## config.mk

```make
export PLATFORM = sky130hd
export DESIGN_NAME = ps2_keyboard_top
export DESIGN_NICKNAME = d
export VERILOG_FILES = /design/src/source/ps2_pkg.sv /design/src/source/key_fifo_if.sv /design/src/source/ps2_receiver.sv /design/src/source/key_fifo.sv /design/src/source/key_display.sv /design/src/source/ps2_keyboard_top.sv
export VERILOG_INCLUDE_DIRS = /design/src /design/src/include
export SDC_FILE = /design/constraint.sdc
export NUM_CORES = 1
export LEC_CHECK = 0
export BUFFER_PORTS_ARGS = -buffer_cell sky130_fd_sc_hd__buf_4
export CORE_MARGIN = 1.5
export CORE_UTILIZATION = 40
export DETAILED_ROUTE_END_ITERATION = 12
export GPL_ROUTABILITY_DRIVEN = 0
export PLACE_DENSITY = 0.6
export SLEW_MARGIN = 0
export SYNTH_ARGS = -nofsm -noshare
export SYNTH_HDL_FRONTEND = slang
export SYNTH_SLANG_ARGS = --single-unit
```

## constraint.sdc

```tcl
create_clock -name clk -period 7.7 [get_ports clk]
set_input_delay 1.155 -clock clk [delete_from_list [all_inputs] [get_ports clk]]
set_output_delay 1.155 -clock clk [all_outputs]
set_load 0.005 [all_outputs]
```

## src/include/ps2_params.svh

```systemverilog
`ifndef PS2_PARAMS_SVH
`define PS2_PARAMS_SVH

// start, eight data bits, parity, stop
`define PS2_FRAME_BITS 11

// key buffer entries, power of two
`define KEY_FIFO_DEPTH 8

// prefix sent by the keyboard on key release
`define PS2_BREAK_CODE 8'hF0

// added to the scan code for the index digits
`define KEY_INDEX_OFFSET 47

`endif

```

## src/source/ps2_pkg.sv

```systemverilog
package ps2_pkg;

    typedef logic [7:0] key_code_t;

    // active low, bit 6 is segment a
    typedef logic [6:0] seg_t;

    localparam seg_t SEG_BLANK = 7'b1111111;

    // A and B cannot be drawn, they show as 0 and 8
    function automatic seg_t seg_hex(input logic [3:0] nibble);
        seg_t seg;
        case (nibble)
            4'h0: seg = 7'b0000001;
            4'h1: seg = 7'b1001111;
            4'h2: seg = 7'b0010010;
            4'h3: seg = 7'b0000110;
            4'h4: seg = 7'b1001100;
            4'h5: seg = 7'b0100100;
            4'h6: seg = 7'b1100000;
            4'h7: seg = 7'b0001111;
            4'h8: seg = 7'b0000000;
            4'h9: seg = 7'b0001100;
            4'hA: seg = 7'b0000001;
            4'hB: seg = 7'b0000000;
            4'hC: seg = 7'b0110001;
            4'hD: seg = 7'b0011100;
            4'hE: seg = 7'b0110000;
            default: seg = 7'b0111000;
        endcase
        return seg;
    endfunction

    // single decimal digit, anything above 9 is dark
    function automatic seg_t seg_dec(input logic [7:0] value);
        seg_t seg;
        if (value > 8'd9) begin
            seg = SEG_BLANK;
        end else begin
            seg = seg_hex(value[3:0]);
        end
        return seg;
    endfunction

endpackage

```

## src/source/key_fifo_if.sv

```systemverilog
`timescale 1ns/100ps

interface key_fifo_if
    import ps2_pkg::*;
#(
    parameter type item_t = key_code_t
) ();

    item_t head;
    logic  ready;
    logic  pop;
    logic  overflow;

    // head is only meaningful while ready is high
    modport fifo (
        output head,
        output ready,
        output overflow,
        input  pop
    );

    modport reader (
        input  head,
        input  ready,
        input  overflow,
        output pop
    );

endinterface

```

## src/source/ps2_receiver.sv

```systemverilog
`timescale 1ns/100ps
`include "ps2_params.svh"

module ps2_receiver
    import ps2_pkg::*;
(
    input  logic       clk,
    input  logic       reset,
    input  logic       ps2_clk,
    input  logic       ps2_data,
    output logic       push,
    output key_code_t  code,
    output logic       released,
    output logic [7:0] press_count
);

    localparam int LAST_BIT = `PS2_FRAME_BITS - 1;

    logic [2:0]          clk_sync;
    logic                clk_fall;
    logic [LAST_BIT-1:0] frame_buf;
    logic [3:0]          bit_cnt;
    logic                last_edge;
    logic                frame_ok;
    logic                frame_valid;
    key_code_t           rx_code;
    logic                is_break;
    logic                make_ok;
    logic                break_seen;
    logic                have_last;

    // three flop synchroniser on the keyboard clock
    always_ff @(posedge clk) begin
        if (reset) begin
            clk_sync <= 3'b111;
        end else begin
            clk_sync <= {clk_sync[1:0], ps2_clk};
        end
    end

    assign clk_fall = clk_sync[2] & ~clk_sync[1];

    assign last_edge = clk_fall && (bit_cnt == 4'(LAST_BIT));

    always_ff @(posedge clk) begin
        if (reset) begin
            bit_cnt <= '0;
        end else if (clk_fall) begin
            if (bit_cnt == 4'(LAST_BIT)) begin
                bit_cnt <= '0;
            end else begin
                bit_cnt <= bit_cnt + 4'd1;
            end
        end
    end

    // start, data and parity bits land here, the stop bit is read live
    always_ff @(posedge clk) begin
        if (clk_fall && bit_cnt != 4'(LAST_BIT)) begin
            frame_buf[bit_cnt] <= ps2_data;
        end
    end

    assign rx_code = frame_buf[8:1];

    // start low, odd parity over data and parity, stop high
    assign frame_ok = !frame_buf[0] && (^frame_buf[LAST_BIT-1:1]) && ps2_data;

    assign frame_valid = last_edge && frame_ok;
    assign is_break    = rx_code == `PS2_BREAK_CODE;

    // make code that is not the tail of a release sequence
    assign make_ok = frame_valid && !is_break && !break_seen;

    always_ff @(posedge clk) begin
        if (reset) begin
            push        <= 1'b0;
            released    <= 1'b0;
            break_seen  <= 1'b0;
            have_last   <= 1'b0;
            press_count <= '0;
        end else begin
            push <= 1'b0;
            if (frame_valid) begin
                if (is_break) begin
                    released   <= 1'b1;
                    break_seen <= 1'b1;
                end else if (break_seen) begin
                    // released key code, swallowed
                    break_seen <= 1'b0;
                end else begin
                    push      <= 1'b1;
                    released  <= 1'b0;
                    have_last <= 1'b1;
                    // repeats of the held key are not new presses
                    if (!have_last || rx_code != code) begin
                        press_count <= press_count + 8'd1;
                    end
                end
            end
        end
    end

    // holds the last pushed code between frames
    always_ff @(posedge clk) begin
        if (make_ok) begin
            code <= rx_code;
        end
    end

endmodule

```

## src/source/key_fifo.sv

```systemverilog
`timescale 1ns/100ps
`include "ps2_params.svh"

module key_fifo
    import ps2_pkg::*;
#(
    parameter type item_t = key_code_t,
    parameter int  DEPTH  = `KEY_FIFO_DEPTH
) (
    input  logic     clk,
    input  logic     reset,
    input  logic     push,
    input  item_t    data,
    key_fifo_if.fifo rd
);

    localparam int AW = $clog2(DEPTH);

    item_t mem [DEPTH];

    // extra msb tells full from empty
    logic [AW:0] wr_ptr;
    logic [AW:0] rd_ptr;
    logic        empty;
    logic        full;
    logic        do_pop;
    logic        do_push;
    logic        overflow_q;

    assign empty = wr_ptr == rd_ptr;
    assign full  = (wr_ptr[AW] != rd_ptr[AW]) && (wr_ptr[AW-1:0] == rd_ptr[AW-1:0]);

    assign do_pop = rd.pop && !empty;

    // a pop in the same cycle frees the slot the push needs
    assign do_push = push && (!full || do_pop);

    always_ff @(posedge clk) begin
        if (reset) begin
            wr_ptr     <= '0;
            rd_ptr     <= '0;
            overflow_q <= 1'b0;
        end else begin
            if (do_push) begin
                wr_ptr <= wr_ptr + 1'b1;
            end
            if (do_pop) begin
                rd_ptr <= rd_ptr + 1'b1;
            end
            // sticky until reset
            if (push && !do_push) begin
                overflow_q <= 1'b1;
            end
        end
    end

    always_ff @(posedge clk) begin
        if (do_push) begin
            mem[wr_ptr[AW-1:0]] <= data;
        end
    end

    // first word fall through
    assign rd.head     = mem[rd_ptr[AW-1:0]];
    assign rd.ready    = !empty;
    assign rd.overflow = overflow_q;

endmodule

```

## src/source/key_display.sv

```systemverilog
`timescale 1ns/100ps
`include "ps2_params.svh"

module key_display
    import ps2_pkg::*;
(
    input  logic       clk,
    input  logic       reset,
    input  logic       next_key,
    key_fifo_if.reader rd,
    input  logic       released,
    input  logic [7:0] press_count,
    output seg_t       seg0,
    output seg_t       seg1,
    output seg_t       seg2,
    output seg_t       seg3,
    output seg_t       seg4,
    output seg_t       seg5
);

    logic       next_key_q;
    logic       key_rise;
    logic       pop_q;
    key_code_t  head;
    logic [7:0] index;
    logic [7:0] index_ones;
    logic [7:0] index_tens;
    logic [7:0] count_ones;
    logic [7:0] count_tens;

    assign key_rise = next_key && !next_key_q;

    // one pop per press of next_key
    always_ff @(posedge clk) begin
        if (reset) begin
            next_key_q <= 1'b0;
            pop_q      <= 1'b0;
        end else begin
            next_key_q <= next_key;
            pop_q      <= key_rise && rd.ready;
        end
    end

    assign rd.pop = pop_q;

    assign head = rd.head;

    // wraps modulo 256
    assign index = head + 8'(`KEY_INDEX_OFFSET);

    assign index_ones = index % 8'd10;
    assign index_tens = index / 8'd10;
    assign count_ones = press_count % 8'd10;
    assign count_tens = press_count / 8'd10;

    // code and index go dark while a key is released
    assign seg0 = released ? SEG_BLANK : seg_hex(head[3:0]);
    assign seg1 = released ? SEG_BLANK : seg_hex(head[7:4]);
    assign seg2 = released ? SEG_BLANK : seg_dec(index_ones);
    assign seg3 = released ? SEG_BLANK : seg_dec(index_tens);

    // tens above 9 drop out through seg_dec
    assign seg4 = seg_dec(count_ones);
    assign seg5 = seg_dec(count_tens);

endmodule

```

## src/source/ps2_keyboard_top.sv

```systemverilog
`timescale 1ns/100ps

module ps2_keyboard_top
    import ps2_pkg::*;
(
    input  logic      clk,
    input  logic      reset,
    input  logic      ps2_clk,
    input  logic      ps2_data,
    input  logic      next_key,
    output key_code_t key_code,
    output logic      ready,
    output logic      overflow,
    output seg_t      seg0,
    output seg_t      seg1,
    output seg_t      seg2,
    output seg_t      seg3,
    output seg_t      seg4,
    output seg_t      seg5
);

    logic       push;
    key_code_t  code;
    logic       released;
    logic [7:0] press_count;

    key_fifo_if #(.item_t(key_code_t)) key_rd ();

    ps2_receiver ps2_receiver_i (
        .clk         (clk),
        .reset       (reset),
        .ps2_clk     (ps2_clk),
        .ps2_data    (ps2_data),
        .push        (push),
        .code        (code),
        .released    (released),
        .press_count (press_count)
    );

    key_fifo #(.item_t(key_code_t)) key_fifo_i (
        .clk   (clk),
        .reset (reset),
        .push  (push),
        .data  (code),
        .rd    (key_rd.fifo)
    );

    key_display key_display_i (
        .clk         (clk),
        .reset       (reset),
        .next_key    (next_key),
        .rd          (key_rd.reader),
        .released    (released),
        .press_count (press_count),
        .seg0        (seg0),
        .seg1        (seg1),
        .seg2        (seg2),
        .seg3        (seg3),
        .seg4        (seg4),
        .seg5        (seg5)
    );

    assign key_code = key_rd.head;
    assign ready    = key_rd.ready;
    assign overflow = key_rd.overflow;

endmodule

```

Yosys cells after proc, flatten, opt, wreduce, memory -nomap -nowiden

Memory sizes are Yosys's and may differ from the RTL's. A register that Yosys moved wholly into a read port is not among the register bits.
Index checks and enable logic that the tools add are counted.

Memories: 7
Bits in read-only memories: 672
Output and inout bits: 52
Bits of input ports: 5
Memory bits (writable): 64
Logic and storage cells: 98
Register bits: 48

Div/mod/pow operators: 4
Equal/unequal tests: 8
$add $sub $neg: 5
Multiplexer cells: 20
Reductions and logical operators: 29
Bitwise logic cells: 5
$lt $le $gt $ge: 6

Memories:

| name            | depth | width | read ports | clocked after Yosys merged registers in | wr ports | line          | RTL |
|---|---|---|---|---|---|---|---|
| (no name shown) | 16    | 7     | 1          | 0                                       | 0        | ps2_pkg.sv:13 | `case (nibble)` |
| (no name shown) | 16    | 7     | 1          | 0                                       | 0        | ps2_pkg.sv:13 |  |
| (no name shown) | 16    | 7     | 1          | 0                                       | 0        | ps2_pkg.sv:13 |  |
| (no name shown) | 16    | 7     | 1          | 0                                       | 0        | ps2_pkg.sv:13 |  |
| (no name shown) | 16    | 7     | 1          | 0                                       | 0        | ps2_pkg.sv:13 |  |
| (no name shown) | 16    | 7     | 1          | 0                                       | 0        | ps2_pkg.sv:13 |  |
| 1 more memories | n/a   | n/a   | n/a        | n/a                                     | n/a      | n/a           |  |

Operators with widths:

| operator                                                       | count |
|---|---|
| two-way mux 7 bit                                              | 8 |
| greater-than comparator 8 x 4 -> 1 bit (second input constant) | 4 |
| divider 8 x 4 -> 8 bit (second input constant)                 | 2 |
| modulo 8 x 4 -> 8 bit (second input constant)                  | 2 |
| logical AND 1 bit                                              | 14 |
| adder 4 x 1 -> 4 bit (second input constant)                   | 3 |
| bitwise mux 10 bit                                             | 1 |
| parity 9 bit                                                   | 1 |
| adder 8 x 1 -> 8 bit (second input constant)                   | 1 |
| adder 8 x 6 -> 8 bit (second input constant)                   | 1 |
| == test 8 bit (second input constant)                          | 1 |
| zero test 1 bit                                                | 8 |
| inequality test 8 bit                                          | 1 |
| two-way mux 1 bit                                              | 7 |
| two-way mux 3 bit                                              | 2 |
| less-than comparator 4 x 5 -> 1 bit (second input constant)    | 1 |
| demux 1 bit (select 4 bit)                                     | 1 |
| == test 4 bit                                                  | 1 |
| == test 4 bit (second input constant)                          | 1 |
| >= comparator 4 x 1 -> 1 bit (second input constant)           | 1 |
| two-way mux 4 bit                                              | 1 |
| inequality test 4 bit (second input constant)                  | 1 |
| inverter 1 bit                                                 | 4 |
| AND reduction 4 bit                                            | 1 |
| 8 further kinds                                                | 9 |

Longest topological paths before layout

Gate-level depths: netlist of the first run.

Depth after elaboration: 7
Mapped depth: 30
Depth with buffers taken out: 26

Hierarchy

Synthesis of the first run repeated with hierarchy kept, for this count alone.

Cell total of the unflattened synthesis: 780
Area, all modules: 7936.4 um2

By module, submodules not included:

| module       | instances | cells an instance | sequential area each (um2) | area each (um2) |
|---|---|---|---|---|
| key_display  | 1         | 443               | 40.0                       | 3184.3 |
| key_fifo     | 1         | 183               | 2162.1                     | 3096.7 |
| ps2_receiver | 1         | 154               | 920.9                      | 1655.3 |

Least setup slack after synthesis of the first run

OpenSTA, ideal clock, no wires.

Kind: register -> output
From: register (tool-made name)
To: output port seg3[3]
Data required time: 6545 ps
Arrival time: 6681 ps
Cell stages (with the launch flop): 27
Path buffers: 4
Path slack: -136 ps
Cells stage by stage: dfxtp_1 > buf_2 > buf_4 > mux2i_1 > a22oi_1 > nand2_1 > inv_2 > buf_2 > ha_1 > a211o_1 > nand2_1 > xnor2_1 > ha_1 > or4_1 > o311ai_2 > o221ai_2 > a31oi_2 > a31oi_2 > nor3_1 > nand3_1 > and4_1 > buf_2 > a211oi_4 > ha_1 > o21ai_0 > a2111oi_0 > o311ai_0

RTL lines:

| item      | line                   | RTL |
|---|---|---|
| to (decl) | ps2_keyboard_top.sv:17 | `output seg_t seg3,` |

==> out/results.ini, run 1 <==
[pwr]
ir_drop_mv=0.193
power_density_nw_per_um2=156
leakage_nw=3.54
p_total_mw=1.48

[detailed_routing]
ant_nets=0
finalWirelength_mm=17.3
drcViolationCount=0
wl_per_cell_um=15.2
vias_per_cell=5.33
drtIter0Drc=363
firstDrtPassIters=5
vias=6056

[final_layout]
regArea_um2=3120
instances_no_fill=1136
nets=916
drive_above_1_share_pct=23.7
n_antenna_cell=0
nFillCells=1747
multi_input_area_um2=4430
area_growth_pct=22.6

[sta]
period_share_pct=97.4
fin_skew_ns=0.00620
period_minus_slack_ns=7.50
hold_viol_final=0
fmax_mhz=133
relSlewSlack_pct=19.4
setup_viol=0
finalMaxSlewViolations=0
setup_ws_ns=0.199
timing_worst_slew_pin_value_ns=1.21

[yosys]
synth_common_cells=edfxtp_1 (82), nor2_1 (80), nand2_1 (77)
netlist_instances=781
synth_area_per_cell_um2=9.88
syn_nets=834
yosys_warnings=0
synth_seq_area_share_pct=40.5
synthTopCellsByArea=edfxtp_1 (32%), dfxtp_1 (8.6%), ha_1 (7.8%)
ys_async_sr_fraction_pct=0
synth_top_area_share_pct=31.9
synth.largest_area_cell=edfxtp_1
yosys_most_used_dff=edfxtp_1
synth_seq_cells=115
synth_most_common_cell=edfxtp_1
synth_cell_types=86
synth_area_um2=7710
synth_edf_count=82

[floorplan]
core-area_um2=18800
initial_core_util_pct=41.0
die-width_um=142
io_pins=57
die_h_um=142
fp-row-count=50
dieArea_um2=20100

[global_routing]
antenna_found_initial=0
first_global_vias=5606
groute.usage.overall_pct=17.3
grt_pass1_wl_mm=28.0
grt_max_degree=31
grt.overflow.total=0

[clock_tree]
cts_tree=done
holdBufCountCts=0
clk_pin_slew_ns=0.06
cts.sinks=115
root_buffer=clkbuf_16
clockBufferDepth=2
cts_made_buffers=17
clock_latency_ns=0.40
cts.htree.levels=4

[place]
io_buffer_count=56
place_inst=1078
hpwl_mm=12.1
place_ws_ns=0.0805

[min_path]
worstHoldStart=ps2_receiver_i.clk_sync[0]
hold_path.class=flip-flop to flip-flop

[worst_setup_path]
end_kind=output port
path_max_fanout=15
r2r_start=ps2_receiver_i.frame_buf[5]
critPathLaunchType=flip-flop
cp.required_ns=6.55
worstSetupPathType=flip-flop to output port
worst_ep_arrival_time_ns=6.35

[status]
outcome=complete, no violations

[job]
cap_violations=0

layout by cell type (no fill, tap or decap), types with 12 or more instances in the layout:
cell type  netlist  final
ha_1            48     44
clkbuf_16        0     17
a21oi_1         41     40
dfxtp_1         33     33
nand2_1         77     76
buf_4            1    101
a211oi_1        15     14
nor2_1          80     79
o21ai_0         44     44
nor3_1          15     12
mux4_2          14     14
xnor2_1         26     22
mux2i_1         20     19
inv_1           31     31
nand3_1         17     17
nand2b_1        15     15
xor2_1          14     14
edfxtp_1        82     82
metal layers:
metal	part of all wire (%)	GRT usage, %	wire length [um]
met2	49	28.8	8490
met4	0.73	4.02	127
met3	4.5	3.61	772
met1	46	23.2	7890
met5	0	0	0
registers in the layout (all words and copies together) (netlist names), 3 cells and up, named ones only:
register / cells
ps2_receiver_i.clk_sync: 3
ps2_receiver_i.press_count: 8
ps2_receiver_i.frame_buf: 10
ps2_receiver_i.bit_cnt: 4
ps2_receiver_i.code: 8
key_fifo_i.wr_ptr: 4
key_fifo_i.rd_ptr: 4
key_fifo_i.mem: 64
worst max-delay path, cell delays in order, from the launching register on:
cell	delay [ns]
dfxtp_1	0.32
buf_6	0.15
buf_4	0.14
mux4_2	0.52
mux2i_4	0.20
buf_4	0.25
a211o_1	0.20
nand2_2	0.09
xnor2_2	0.15
ha_4	0.17
or4_4	0.54
o311ai_4	0.11
o221ai_4	0.20
a31oi_4	0.29
a31oi_4	0.15
a311oi_4	0.36
buf_4	0.18
a211o_1	0.18
o311ai_4	0.15
a211oi_4	0.26
buf_6	0.16
xnor2_2	0.10
inv_1	0.10
ha_2	0.18
nor2_1	0.06
or2_1	0.25
o32a_1	0.34
buf_4	0.14
power breakdown:
group / internal (mW) / total, mW / switching (mW)
Sequential: 0.657 / 0.658 / 0.00118
Clock: 0.518 / 0.812 / 0.294
Combinational: 0.00290 / 0.00784 / 0.00493
timing repair:
item / in CTS / in global routing
resized for setup: 8 / 26
gates cloned: 0 / 0
setup endpoints to repair: 14 / 14
pin swaps: 3 / 16
buffers inserted: 7 / 19
kinds of logic after synthesis:
group	Yosys count	share of synthesized area, %
simple gates	263	16.4
compound gates	192	17.2
flops	115	40.5
buf+inv	79	4.48
fa+ha+maj	49	7.92
xor+xnor	43	5.47
mux	40	8.06
cell type report:
type	count	area share, %
timing repair buffer	106	8.70
sequential	115	33.0
multi-input combinational	587	46.8
inverter	36	1.48
tap	260	3.44
clock inverter	15	2.05
clock buffer	17	4.50
path summary, 6_finish.rpt:
path / end / cells past startpoint / slack, ns
worst max-delay path: seg2[0] / 27 / 0.20
worst min-delay path: ps2_receiver_i.clk_sync[1] / 1 / 0.41
worst max register to register: ps2_receiver_i.press_count[7] / 13 / 4.51
worst min register to register: ps2_receiver_i.clk_sync[1] / 1 / 0.41
through the flow:
step	utilization (%)	hold WS [ns]	area [um2]	TNS [ns]
finish	50.2	0.411	9460	0
global route	50.2	0.425	9460	-0.465
detailed placement	44.9	0.398	8450	0
floorplan	-	0.389	7710	0
CTS	48.7	0.415	9180	0
global placement	44.9	0.393	8450	0
Power figures use the tool's default switching activity.
==> inputs of run 2 (changes only) <==
PLACE_DENSITY = 0.67   (was 0.6)
==> out/results.ini, run 2 (synthesis gave the netlist of run 1 again) <==
[final_layout]
final_core_util_pct=50.0  ; was 50.2%
n_antenna_cell=0  ; unchanged
stdcell_area_um2=9410  ; was 9460 um2
most-common-layout-cells=buf_4 (102), edfxtp_1 (82), nor2_1 (79)  ; was buf_4 (101), edfxtp_1 (82), nor2_1 (79)
instances_no_fill=1135  ; was 1136
drive_above_1_share_pct=24.0  ; was 23.7%
largest_reg_flops=64  ; unchanged
nFillCells=1684  ; was 1747
area_growth_pct=21.9  ; was 22.6%
layout_commonest_cell=buf_4  ; unchanged
nets=915  ; was 916

[global_routing]
grt_max_degree=31  ; unchanged
grt.overflow.total=0  ; unchanged
first_global_vias=5646  ; was 5606
grt_pass1_wl_mm=27.5  ; was 28.0 mm
groute.usage.overall_pct=17.0  ; was 17.3%
antenna_found_initial=0  ; unchanged

[sta]
hold_slack_ns=0.413  ; was 0.411 ns
fmax_mhz=133  ; about the same
hold_viol_final=0  ; unchanged
setup_viol=0  ; unchanged
finalMaxSlewViolations=0  ; unchanged
relSlewSlack_pct=20.5  ; was 19.4%
period_minus_slack_ns=7.50  ; about the same
timing_worst_slew_pin_value_ns=1.19  ; was 1.21 ns
period_share_pct=97.4  ; about the same
setup_ws_ns=0.200  ; was 0.199 ns
setup_tns_ns=0  ; unchanged
fin_skew_ns=0.00882  ; was 0.00620 ns

[min_path]
hold_path.class=flip-flop to flip-flop  ; unchanged

[place]
place_ws_ns=0.177  ; was 0.0805 ns
placed_area_um2=8450  ; about the same
place_inst=1078  ; unchanged
hpwl_mm=11.7  ; was 12.1 mm
io_buffer_count=56  ; unchanged

[floorplan]
die-width_um=142  ; unchanged
io_pins=57  ; unchanged
core-area_um2=18800  ; unchanged
dieArea_um2=20100  ; unchanged
initial_core_util_pct=41.0  ; unchanged
die_h_um=142  ; unchanged
fp-row-count=50  ; unchanged

[worst_setup_path]
end_kind=output port  ; unchanged
worstSetupPathType=flip-flop to output port  ; unchanged
worst_ep_arrival_time_ns=6.35  ; about the same
cp_top_family=compound AO/OA/AOI/OAI gates  ; unchanged
slowest_stage=or4_4  ; unchanged
worstSetupEndpoint=seg2[0]  ; unchanged
cp.required_ns=6.55  ; about the same
regToRegSetupSlack_ns=4.54  ; was 4.51 ns
reg2reg_depth=13  ; unchanged
path_max_fanout=6  ; was 15
critPathLaunchType=flip-flop  ; unchanged
r2r_start=ps2_receiver_i.frame_buf[6]  ; was ps2_receiver_i.frame_buf[5]
crit_cells=28  ; was 27
crit_buf_inv=6  ; was 7
r2r-end=ps2_receiver_i.press_count[7]  ; unchanged
worst_path_largest_cell_delay_ns=0.54  ; about the same

[pwr]
p_sw_share_pct=20.0  ; was 20.3%
p_total_mw=1.42  ; was 1.48 mW
power_density_nw_per_um2=151  ; was 156 nW/um2
internal_power_mw=1.14  ; was 1.18 mW
power_switching_mw=0.284  ; was 0.300 mW
ir_drop_mv=0.176  ; was 0.193 mV
leakage_nw=3.51  ; was 3.54 nW
p_seq_share_pct=46.3  ; was 44.5%
pwr-share-comb_pct=0.6  ; was 0.5%
power_frac_clock_pct=53.1  ; was 54.9%

[clock_tree]
cts.sinks=115  ; unchanged
holdBufCountCts=0  ; unchanged
root_buffer=clkbuf_16  ; unchanged
clk_pin_slew_ns=0.05  ; was 0.06 ns
cts.htree.levels=4  ; unchanged
cts_tree=done  ; unchanged
cts_made_buffers=17  ; unchanged
clockBufferDepth=2  ; unchanged
clock_latency_ns=0.41  ; was 0.40 ns

[detailed_routing]
drcViolationCount=0  ; unchanged
drtIter0Drc=375  ; was 363
ant_nets=0  ; unchanged
wl_per_cell_um=15.1  ; was 15.2 um
finalWirelength_mm=17.2  ; was 17.3 mm
vias=6146  ; was 6056
firstDrtPassIters=5  ; unchanged
vias_per_cell=5.41  ; was 5.33

[status]
outcome=complete, no violations  ; unchanged

[job]
cap_violations=0  ; unchanged

-- run 2: cell types whose count changed in the layout (fill, tap and decap cells not counted), sizes merged --
cell / delta
clkinv: +6
clkbuf: +1
buf: -2
bufinv: -1
inv: -5
-- run 2: what timing repair did --
action	4_1_cts	5_1_grt
setup buffers	3	21
pin swaps	3	14
resized for setup	4	33
setup endpoints to repair	13	14
cloned	0	1
-- run 2: layout make-up --
cell class,instances,area [um2],share of cell area [%]
sequential,115,3130,33.3
timing repair buffer,105,822,8.74
clock buffer,17,425,4.52
multi-input combinational,587,4410,46.8
tap,260,325,3.46
inverter,36,143,1.52
clock inverter,15,156,1.66
-- run 2: metal layers --
layer	wire, um	vias to the layer above	global-route usage (%)	share of wire (%)
met2	8420	175	28.9	49
met4	207	0	5.43	1.2
met1	7690	2921	22.6	45
met3	859	18	2.13	5.0
li1	-	3032	-	-
met5	0	-	0	0
-- run 2: power groups by stage --
| stage | Combinational, mW | Clock [mW] | Sequential (mW) |
|---|---|---|---|
| global route | 0.00909 | 0.789 | 0.658 |
| global placement | 0.00777 | 0 | 0.671 |
| CTS | 0.00806 | 0.765 | 0.658 |
| detailed placement | 0.00796 | 0 | 0.671 |
| floorplan | 0.00550 | 0 | 0.670 |
| finish | 0.00809 | 0.755 | 0.658 |
-- run 2: how the worst min path moves through the flow --
stage / from / endpoint / slack [ns] / cells after the start
2_1_floorplan: ps2_receiver_i.clk_sync[0] / ps2_receiver_i.clk_sync[1] / 0.39 / 1
3_3_place_gp: ps2_receiver_i.clk_sync[0] / ps2_receiver_i.clk_sync[1] / 0.39 / 1
3_5_place_dp: ps2_receiver_i.clk_sync[0] / ps2_receiver_i.clk_sync[1] / 0.40 / 1
4_1_cts: ps2_receiver_i.clk_sync[0] / ps2_receiver_i.clk_sync[1] / 0.41 / 1
5_1_grt: ps2_receiver_i.clk_sync[0] / ps2_receiver_i.clk_sync[1] / 0.44 / 1
6_report: ps2_receiver_i.clk_sync[0] / ps2_receiver_i.clk_sync[1] / 0.41 / 1
-- run 2: worst register-to-register path, stage by stage, from the launching register on --
cell,delay (ns)
edfxtp_1,0.44
ha_1,0.32
xnor2_1,0.20
xnor2_1,0.16
xnor2_1,0.14
nand2_1,0.10
or2_2,0.30
nand2b_1,0.22
a31oi_1,0.45
nand3_1,0.20
nor2_1,0.20
nand3_1,0.12
xor2_1,0.14
nor2_1,0.05
